### src/hdl/spi_link_settings.svh
`ifndef SPI_LINK_SETTINGS_SVH
`define SPI_LINK_SETTINGS_SVH

// Entries in each of the four queues
`define SPI_FIFO_DEPTH 8

// Clock cycles per SCLK half-period
`define SPI_CLOCK_DIV 4

// First byte the target sends in every frame
`define SPI_HEADER 8'h27

`define SPI_TIMEOUT_PER_CASE 400

`endif

### src/hdl/spi_types_pkg.sv
package spi_types_pkg;

  typedef logic [7:0] byte_t;

  // Byte plus end-of-frame marker, last sits in bit 8
  typedef struct packed {
    logic  last;
    byte_t data;
  } tx_item_t;

  // Bit 0 is master_rx_ready
  typedef struct packed {
    logic [1:0] reserved;
    logic       underrun;
    logic       overflow;
    logic       busy;
    logic       master_tx_empty;
    logic       target_rx_ready;
    logic       master_rx_ready;
  } status_t;

endpackage

### src/hdl/apb_regs_pkg.sv
package apb_regs_pkg;

  typedef logic [7:0] apb_addr_t;

  // Register map
  typedef enum apb_addr_t {
    REG_MASTER_TX = 8'h00,
    REG_MASTER_RX = 8'h04,
    REG_TARGET_TX = 8'h08,
    REG_TARGET_RX = 8'h0C,
    REG_STATUS    = 8'h10
  } reg_addr_e;

endpackage

### src/hdl/byte_stream_if.sv
`timescale 1ns/1ns

interface byte_stream_if import spi_types_pkg::*; ();

  logic  valid;
  logic  ready;
  logic  last;
  byte_t data;

  // Source holds valid and data steady until ready
  modport source (
    output valid,
    output last,
    output data,
    input  ready
  );

  modport sink (
    input  valid,
    input  last,
    input  data,
    output ready
  );

endinterface

### src/hdl/stream_fifo.sv
`timescale 1ns/1ns

module stream_fifo #(
  parameter type item_t = logic [7:0],
  parameter int  DEPTH  = 4
) (
  input  logic  clock,
  input  logic  reset,
  input  logic  push,
  input  item_t push_item,
  output logic  full,
  input  logic  pop,
  output item_t head,
  output logic  empty
);

  localparam int AW = $clog2(DEPTH);

  item_t          mem [DEPTH];
  logic [AW-1:0]  wr_ptr;
  logic [AW-1:0]  rd_ptr;
  logic [AW:0]    count;

  assign full  = count == (AW + 1)'(DEPTH);
  assign empty = count == '0;
  assign head  = mem[rd_ptr];

  always_ff @(posedge clock) begin
    if (reset) begin
      wr_ptr <= '0;
      rd_ptr <= '0;
      count  <= '0;
    end else begin
      if (push) begin
        wr_ptr <= (wr_ptr == AW'(DEPTH - 1)) ? '0 : wr_ptr + 1'b1;
      end
      if (pop) begin
        rd_ptr <= (rd_ptr == AW'(DEPTH - 1)) ? '0 : rd_ptr + 1'b1;
      end
      count <= count + (AW + 1)'(push) - (AW + 1)'(pop);
    end
  end

  always_ff @(posedge clock) begin
    if (push) begin
      mem[wr_ptr] <= push_item;
    end
  end

  // Callers must respect full and empty
  assert property (@(posedge clock) disable iff (reset) !(push && full));
  assert property (@(posedge clock) disable iff (reset) !(pop && empty));

endmodule

### src/hdl/spi_master.sv
`timescale 1ns/1ns
`include "spi_link_settings.svh"

module spi_master import spi_types_pkg::*; (
  input  logic          clock,
  input  logic          reset,
  byte_stream_if.sink   tx,
  byte_stream_if.source rx,
  output logic          sclk,
  output logic          ssel,
  output logic          mosi,
  input  logic          miso,
  output logic          busy
);

  localparam int DIV = `SPI_CLOCK_DIV;
  localparam int DW  = $clog2(DIV);

  typedef enum logic [2:0] {IDLE, SHIFT, WAIT, TRAIL, TAIL} state_e;

  state_e        state;
  logic [DW-1:0] div_cnt;
  logic [3:0]    phase;
  logic          tick;
  logic          byte_end;
  logic          take;
  logic          last_q;
  logic          rx_valid;
  logic          rx_last;
  byte_t         tx_shift;
  byte_t         rx_shift;
  byte_t         rx_data;

  assign tick     = div_cnt == DW'(DIV - 1);
  assign byte_end = state == SHIFT && tick && phase == 4'd15;
  // Next byte only starts once the previous one has a place in master RX
  assign tx.ready = rx.ready && !rx_valid &&
                    (state == IDLE || state == WAIT || (byte_end && !last_q));
  assign take     = tx.valid && tx.ready;
  assign mosi     = tx_shift[7];
  assign busy     = state != IDLE;
  assign rx.valid = rx_valid;
  assign rx.last  = rx_last;
  assign rx.data  = rx_data;

  always_ff @(posedge clock) begin
    if (reset) begin
      state    <= IDLE;
      div_cnt  <= '0;
      phase    <= '0;
      sclk     <= 1'b0;
      ssel     <= 1'b1;
      last_q   <= 1'b0;
      rx_valid <= 1'b0;
    end else begin
      div_cnt <= (state inside {SHIFT, TRAIL, TAIL} && !tick) ? div_cnt + 1'b1 : '0;
      if (rx_valid && rx.ready) begin
        rx_valid <= 1'b0;
      end
      case (state)
        IDLE, WAIT: begin
          if (take) begin
            ssel   <= 1'b0;
            last_q <= tx.last;
            state  <= SHIFT;
          end
        end
        SHIFT: begin
          if (tick) begin
            // Even phases rise, odd phases fall
            sclk  <= ~phase[0];
            phase <= phase + 1'b1;
          end
          if (byte_end) begin
            rx_valid <= 1'b1;
            if (last_q) begin
              state <= TRAIL;
            end else if (take) begin
              last_q <= tx.last;
            end else begin
              state <= WAIT;
            end
          end
        end
        TRAIL: begin
          if (tick) begin
            ssel  <= 1'b1;
            state <= TAIL;
          end
        end
        default: begin
          // Extra half-period so the target can flush its last byte
          if (tick) begin
            state <= IDLE;
          end
        end
      endcase
    end
  end

  always_ff @(posedge clock) begin
    if (take) begin
      tx_shift <= tx.data;
    end else if (state == SHIFT && tick && phase[0]) begin
      tx_shift <= {tx_shift[6:0], 1'b0};
    end
    if (state == SHIFT && tick && !phase[0]) begin
      rx_shift <= {rx_shift[6:0], miso};
    end
    if (byte_end) begin
      rx_data <= rx_shift;
      rx_last <= last_q;
    end
  end

  assert property (@(posedge clock) disable iff (reset) (phase != 4'd0) |=> $stable(ssel));

endmodule

### src/hdl/spi_target.sv
`timescale 1ns/1ns
`include "spi_link_settings.svh"

module spi_target import spi_types_pkg::*; (
  input  logic          clock,
  input  logic          reset,
  input  logic          sclk,
  input  logic          ssel,
  input  logic          mosi,
  output logic          miso,
  byte_stream_if.sink   tx,
  byte_stream_if.source rx,
  output logic          overflow_pulse,
  output logic          underrun_pulse
);

  logic       sclk_q;
  logic       sclk_d;
  logic       ssel_q;
  logic       ssel_d;
  logic       rise;
  logic       fall;
  logic       frame_start;
  logic       frame_end;
  logic       commit;
  logic       flush;
  logic       pending;
  logic       held;
  logic [2:0] bit_cnt;
  logic       rx_valid;
  logic       rx_last;
  byte_t      rx_data;
  byte_t      rx_shift;
  byte_t      held_byte;
  byte_t      tx_shift;

  assign rise        = sclk_q & ~sclk_d & ~ssel_q;
  assign fall        = ~sclk_q & sclk_d & ~ssel_q;
  assign frame_start = ~ssel_q & ssel_d;
  assign frame_end   = ssel_q & ~ssel_d;
  // Reply byte is taken on the first rising edge of the next byte
  assign commit      = rise & pending;
  // Held byte goes out on the next bit or at the end of the frame
  assign flush       = held & ((rise & bit_cnt == 3'd0) | frame_end);

  // While waiting on the next byte, MISO shows the reply queue head
  assign miso = pending ? (tx.valid & tx.data[7]) : tx_shift[7];

  assign tx.ready       = commit;
  assign underrun_pulse = commit & ~tx.valid;
  assign rx.valid       = rx_valid;
  assign rx.last        = rx_last;
  assign rx.data        = rx_data;
  assign overflow_pulse = rx_valid & ~rx.ready;

  always_ff @(posedge clock) begin
    if (reset) begin
      sclk_q   <= 1'b0;
      sclk_d   <= 1'b0;
      ssel_q   <= 1'b1;
      ssel_d   <= 1'b1;
      bit_cnt  <= '0;
      pending  <= 1'b0;
      held     <= 1'b0;
      rx_valid <= 1'b0;
    end else begin
      sclk_q   <= sclk;
      sclk_d   <= sclk_q;
      ssel_q   <= ssel;
      ssel_d   <= ssel_q;
      rx_valid <= flush;
      if (frame_start || frame_end) begin
        bit_cnt <= '0;
        pending <= 1'b0;
        held    <= 1'b0;
      end else begin
        if (rise) begin
          bit_cnt <= bit_cnt + 1'b1;
          held    <= bit_cnt == 3'd7;
        end
        if (commit) begin
          pending <= 1'b0;
        end else if (fall && bit_cnt == 3'd0) begin
          pending <= 1'b1;
        end
      end
    end
  end

  always_ff @(posedge clock) begin
    if (frame_start) begin
      tx_shift <= `SPI_HEADER;
    end else if (commit) begin
      tx_shift <= tx.valid ? tx.data : '0;
    end else if (fall && bit_cnt != 3'd0) begin
      tx_shift <= {tx_shift[6:0], 1'b0};
    end
    if (rise) begin
      rx_shift <= {rx_shift[6:0], mosi};
    end
    if (rise && bit_cnt == 3'd7) begin
      held_byte <= {rx_shift[6:0], mosi};
    end
    if (flush) begin
      rx_data <= held_byte;
      rx_last <= frame_end;
    end
  end

endmodule

### src/hdl/apb_spi_regs.sv
`timescale 1ns/1ns
`include "spi_link_settings.svh"

module apb_spi_regs import spi_types_pkg::*, apb_regs_pkg::*; (
  input  logic          clock,
  input  logic          reset,
  input  apb_addr_t     paddr,
  input  logic          psel,
  input  logic          penable,
  input  logic          pwrite,
  input  logic [31:0]   pwdata,
  output logic [31:0]   prdata,
  output logic          pready,
  output logic          pslverr,
  byte_stream_if.source master_tx,
  byte_stream_if.sink   master_rx,
  byte_stream_if.source target_tx,
  byte_stream_if.sink   target_rx,
  input  logic          busy,
  input  logic          overflow_pulse,
  input  logic          underrun_pulse
);

  logic     access;
  logic     err;
  logic     mtx_push, mtx_full, mtx_empty;
  logic     mrx_pop, mrx_full, mrx_empty;
  logic     ttx_push, ttx_full, ttx_empty;
  logic     trx_pop, trx_full, trx_empty;
  logic     status_wr;
  logic     overflow;
  logic     underrun;
  tx_item_t mtx_head;
  tx_item_t trx_head;
  byte_t    mrx_head;
  byte_t    ttx_head;
  status_t  status;
  status_t  clear_bits;

  assign access     = psel & penable;
  assign pready     = 1'b1;
  assign pslverr    = access & err;
  assign clear_bits = status_t'(pwdata[7:0]);
  assign status_wr  = access && pwrite && paddr == REG_STATUS;

  assign status = '{reserved: 2'b00, underrun: underrun, overflow: overflow, busy: busy,
                    master_tx_empty: mtx_empty, target_rx_ready: !trx_empty,
                    master_rx_ready: !mrx_empty};

  // Decode, an erroring access leaves every queue alone
  always_comb begin
    err      = 1'b0;
    mtx_push = 1'b0;
    mrx_pop  = 1'b0;
    ttx_push = 1'b0;
    trx_pop  = 1'b0;
    prdata   = '0;
    case (paddr)
      REG_MASTER_TX: begin
        err      = !pwrite || mtx_full;
        mtx_push = access && !err;
      end
      REG_MASTER_RX: begin
        err     = pwrite || mrx_empty;
        mrx_pop = access && !err;
        prdata  = 32'(mrx_head);
      end
      REG_TARGET_TX: begin
        err      = !pwrite || ttx_full;
        ttx_push = access && !err;
      end
      REG_TARGET_RX: begin
        err     = pwrite || trx_empty;
        trx_pop = access && !err;
        prdata  = 32'(trx_head);
      end
      REG_STATUS: prdata = 32'(status);
      default: err = 1'b1;
    endcase
  end

  // Sticky flags, a new event wins over a clear
  always_ff @(posedge clock) begin
    if (reset) begin
      overflow <= 1'b0;
      underrun <= 1'b0;
    end else begin
      overflow <= (overflow & ~(status_wr & clear_bits.overflow)) | overflow_pulse;
      underrun <= (underrun & ~(status_wr & clear_bits.underrun)) | underrun_pulse;
    end
  end

  assign master_tx.valid = !mtx_empty;
  assign master_tx.last  = mtx_head.last;
  assign master_tx.data  = mtx_head.data;
  assign master_rx.ready = !mrx_full;
  assign target_tx.valid = !ttx_empty;
  assign target_tx.last  = 1'b0;
  assign target_tx.data  = ttx_head;
  assign target_rx.ready = !trx_full;

  stream_fifo #(.item_t(tx_item_t), .DEPTH(`SPI_FIFO_DEPTH)) master_tx_fifo (
    .clock(clock), .reset(reset),
    .push(mtx_push), .push_item(tx_item_t'(pwdata[8:0])), .full(mtx_full),
    .pop(master_tx.valid && master_tx.ready), .head(mtx_head), .empty(mtx_empty)
  );

  stream_fifo #(.item_t(byte_t), .DEPTH(`SPI_FIFO_DEPTH)) master_rx_fifo (
    .clock(clock), .reset(reset),
    .push(master_rx.valid && master_rx.ready), .push_item(master_rx.data), .full(mrx_full),
    .pop(mrx_pop), .head(mrx_head), .empty(mrx_empty)
  );

  stream_fifo #(.item_t(byte_t), .DEPTH(`SPI_FIFO_DEPTH)) target_tx_fifo (
    .clock(clock), .reset(reset),
    .push(ttx_push), .push_item(pwdata[7:0]), .full(ttx_full),
    .pop(target_tx.valid && target_tx.ready), .head(ttx_head), .empty(ttx_empty)
  );

  stream_fifo #(.item_t(tx_item_t), .DEPTH(`SPI_FIFO_DEPTH)) target_rx_fifo (
    .clock(clock), .reset(reset),
    .push(target_rx.valid && target_rx.ready),
    .push_item('{last: target_rx.last, data: target_rx.data}), .full(trx_full),
    .pop(trx_pop), .head(trx_head), .empty(trx_empty)
  );

endmodule

### src/hdl/spi_link.sv
`timescale 1ns/1ns

module spi_link import apb_regs_pkg::*; (
  input  logic        clock,
  input  logic        reset,
  input  apb_addr_t   paddr,
  input  logic        psel,
  input  logic        penable,
  input  logic        pwrite,
  input  logic [31:0] pwdata,
  output logic [31:0] prdata,
  output logic        pready,
  output logic        pslverr
);

  logic sclk;
  logic ssel;
  logic mosi;
  logic miso;
  logic busy;
  logic overflow_pulse;
  logic underrun_pulse;

  byte_stream_if master_tx_stream ();
  byte_stream_if master_rx_stream ();
  byte_stream_if target_tx_stream ();
  byte_stream_if target_rx_stream ();

  apb_spi_regs regs (
    .clock(clock), .reset(reset),
    .paddr(paddr), .psel(psel), .penable(penable), .pwrite(pwrite), .pwdata(pwdata),
    .prdata(prdata), .pready(pready), .pslverr(pslverr),
    .master_tx(master_tx_stream.source), .master_rx(master_rx_stream.sink),
    .target_tx(target_tx_stream.source), .target_rx(target_rx_stream.sink),
    .busy(busy), .overflow_pulse(overflow_pulse), .underrun_pulse(underrun_pulse)
  );

  // Master and target share the four SPI wires
  spi_master master (
    .clock(clock), .reset(reset),
    .tx(master_tx_stream.sink), .rx(master_rx_stream.source),
    .sclk(sclk), .ssel(ssel), .mosi(mosi), .miso(miso), .busy(busy)
  );

  spi_target target (
    .clock(clock), .reset(reset),
    .sclk(sclk), .ssel(ssel), .mosi(mosi), .miso(miso),
    .tx(target_tx_stream.sink), .rx(target_rx_stream.source),
    .overflow_pulse(overflow_pulse), .underrun_pulse(underrun_pulse)
  );

endmodule

### config.mk
export PLATFORM = sky130hd
export DESIGN_NAME = spi_link
export DESIGN_NICKNAME = d
export VERILOG_FILES = /design/src/hdl/spi_types_pkg.sv /design/src/hdl/apb_regs_pkg.sv /design/src/hdl/byte_stream_if.sv /design/src/hdl/stream_fifo.sv /design/src/hdl/spi_master.sv /design/src/hdl/spi_target.sv /design/src/hdl/apb_spi_regs.sv /design/src/hdl/spi_link.sv
export VERILOG_INCLUDE_DIRS = /design/src /design/src/hdl
export SDC_FILE = /design/constraint.sdc
export NUM_CORES = 1
export LEC_CHECK = 0
export ABC_AREA = 1
export BUFFER_PORTS_ARGS = -buffer_cell sky130_fd_sc_hd__buf_2
export CORE_AREA = 2 2 207 209
export DETAILED_ROUTE_END_ITERATION = 10
export DIE_AREA = 0 0 209 211
export PLACE_DENSITY = 0.62
export SYNTH_ARGS = -nofsm -noshare
export SYNTH_HDL_FRONTEND = slang
export SYNTH_SLANG_ARGS = --single-unit
### constraint.sdc
create_clock -name clock -period 3.3 [get_ports clock]
set_input_delay 0.33 -clock clock [delete_from_list [all_inputs] [get_ports clock]]
set_output_delay 0.33 -clock clock [all_outputs]
set_load 0.05 [all_outputs]
==> impl_metrics.toml <==
[run_status]
outcome = "finished clean"

[final_layout]
final_common_cell = "edfxtp_1"
layout-drive-gt1-share_pct = 11.6
final_nets = 1509
area_growth_syn_to_layout_pct = 13.0
n_antenna_cell = 0
final_cell_mix = "320 x edfxtp_1, 209 x nor2_1, 124 x o21ai_0"
final_area_mm2 = 0.0187

[power_and_ir_drop]
p_sw_mw = 2.91
p_clk_share_pct = 38.7
netSwitchingFraction_pct = 25.0
combPwrFrac_pct = 12.3
seq_power_share_pct = 49.0
irDropWorstVdd_mv = 0.496
leakage_nw = 6.65
p_int_mw = 8.75
powerDensity_mw_per_mm2 = 623

[die]
die_w_um = 209
die_area_mm2 = 0.0441
coreArea_mm2 = 0.0418
fp-row-count = 75
num_io_pins = 79
start_util_pct = 39.7
die_h_um = 211

[hold_path]
holdPathStages = 1
hold_class = "in -> reg"
whs_endpoint = "regs.master_tx_fifo.mem[2][8]"
hp-start = "pwdata[8]"

[synthesis]
synthFlopType = "edfxtp_1"
ys_seq_elements = 404
async_reset_ff_share_pct = 0
post_synth.cell_area_avg_um2 = 12.3
yosysWarnings = 0
synth_top_family_by_area = "simple AND/OR/NAND/NOR gates"
synth_area_mm2 = 0.0166
synth_seq_area_share_pct = 68.1
syn_inst = 1348
synth-compound-area-share_pct = 10.1
synth_xor_area_share_pct = 0.264
synth_edf_count = 320
synth_adder_area_share_pct = 3.95
synth_cell_types = 49
synth_simple_gate_area_share_pct = 11.2
synth_mux_area_share_pct = 1.39

[routing]
via_per_inst = 5.09
dr_total_vias = 10100
drt-total-wl_mm = 33.3
drtIter0Drc = 754
wl_per_cell_um = 16.8
ant_nets = 0
dr.pass1.iters = 5
post-route-drc-count = 0

[timing]
finalHoldViolCount = 0
slew_viol_final = 0
relSlewSlack_pct = 22.5
hold_ws_ns = 0.0733
fmax_mhz = 368
finalSetupViolCount = 0
period_minus_slack_ns = 2.72
period_share_pct = 82.4
rsz0062_at_grt = "no"
max_slew.worst_pin.slew_ns = 1.16
timing.final.ws_setup_ns = 0.580
setup_tns_ns = 0
fin_skew_ns = 0.0226

[place]
post-place-ws_ns = 0.658
place_area_mm2 = 0.0174
place_congestion = 0.788
dpl.hpwl_mm = 21.1
port_buffers = 31

[critical_path]
reg2reg_from = "master.phase[0]"
reg2reg_setup_slack_ns = 0.82
start_kind = "flip-flop"
rr_endpoint = "regs.master_tx_fifo.count[3]"
cp_max_fo = 24
r2r_cells = 14
path_class = "reg -> out"
cp_data_required_time_ns = 2.97
cp-end-kind = "output port"
critPathArrivalTime_ns = 2.39

[cts]
cts_tree = "done"
post_cts_buffers = 0
clock-sinks = 404
clk_pin_slew_ns = 0.06
ctsHoldBuffers = 0
clock_path_buffers = 3
cts_root_buf = "clkbuf_16"
cts_resized = 0
clk-insertion-delay-late_ns = 0.55
h-tree-depth = 2
cts-buffers-inserted = 41

[grt]
grt_overflow = 0
antenna_found_initial = 1
grt_util_all_layers_pct = 15.1
grt_max_degree = 37
grt_pass1_wl_mm = 52.6
grt_pass1_vias = 9771

[run]
max-cap-violations = 0
worst max path at each step:
stage / from / to / slack [ns] / depth (start not counted)
6_report: flip-flop / prdata[3] / 0.58 / 6
5_1_grt: flip-flop / prdata[3] / 0.33 / 6
4_1_cts: flip-flop / prdata[3] / 0.53 / 6
3_5_place_dp: paddr[5] / regs.master_rx_fifo.count[3] / 0.66 / 14
3_3_place_gp: paddr[5] / regs.master_rx_fifo.count[3] / 0.71 / 14
2_1_floorplan: target.sclk_d / regs.target_tx_fifo.count[2] / 0.97 / 11
cells in the mapped netlist, drive strengths merged (7+ instances only):
cell / number / area [um2]
nor2: 215 / 832
a21oi: 41 / 205
nor3: 24 / 170
dfxtp: 84 / 1680
mux2i: 23 / 230
ha: 46 / 576
nand4: 14 / 100
nand3: 51 / 280
a211oi: 7 / 52.6
o221ai: 34 / 298
o211ai: 14 / 105
nand2: 101 / 414
o32ai: 22 / 193
inv: 100 / 383
buf: 43 / 297
edfxtp: 320 / 9610
o21ai: 126 / 631
o21a: 10 / 75.1
clkbuf: 33 / 124
logic make-up after synthesis:
family | Yosys count
other | 2
DFF | 404
buffers and inverters | 181
xor gates and xnor gates | 5
and+or+nand+nor | 415
AOI/OAI and AO/OA | 268
adders and majority gates | 50
muxes | 23
sequential cells by signal (all words and copies together) (netlist names), 4 cells and up, named ones only:
register,count
regs.master_rx_fifo.mem,64
regs.master_rx_fifo.count,4
master.tx_shift,8
regs.target_rx_fifo.mem,72
target.rx_shift,7
master.rx_shift,8
master.rx.data,8
regs.target_rx_fifo.count,4
regs.target_tx_fifo.mem,64
target.tx_shift,8
regs.master_tx_fifo.count,4
regs.master_tx_fifo.mem,72
master.phase,4
regs.target_tx_fifo.count,4
target.held_byte,8
target.rx.data,8
through the flow:
stage,std cells,power (mW),util [%]
floorplan,1370,6.99,-
finish,1984,11.7,44.9
global route,1984,12.2,44.9
detailed placement,1910,7.26,41.7
CTS,1984,11.8,44.9
global placement,1910,7.23,41.7
power groups by stage:
stage / sequential, mW / combinational, mW / clock, mW
3_3_place_gp: 5.82 / 1.41 / 0
5_1_grt: 5.73 / 1.63 / 4.85
2_1_floorplan: 5.78 / 1.21 / 0
6_report: 5.71 / 1.43 / 4.52
4_1_cts: 5.72 / 1.45 / 4.63
3_5_place_dp: 5.82 / 1.44 / 0
critical path, cell delays in order, from the launching register on:
cell	delay, ns
dfxtp_1	0.31
inv_1	0.57
nor2_1	0.08
o32ai_1	0.28
o211ai_1	0.17
nand3_1	0.15
buf_2	0.28
area by class of cell:
| class | count | area [um2] |
|---|---|---|
| fillers | 3799 | 23000 |
| multi-input cells | 785 | 4550 |
| inverters | 105 | 402 |
| clock inverters | 22 | 239 |
| flip-flops and latches | 404 | 11300 |
| repair buffers | 77 | 500 |
| well taps | 539 | 674 |
| clock buffers | 52 | 1080 |
layer usage:
| metal | vias to the layer above | routed length [um] | track usage [%] |
|---|---|---|---|
| met5 | - | 11 | 0 |
| met4 | 2 | 672 | 4.21 |
| met3 | 54 | 1760 | 2.54 |
| met2 | 249 | 15700 | 25.0 |
| met1 | 4848 | 15100 | 20.6 |
| li1 | 4947 | - | - |
Note: power is estimated with default switching activity, not from simulation.
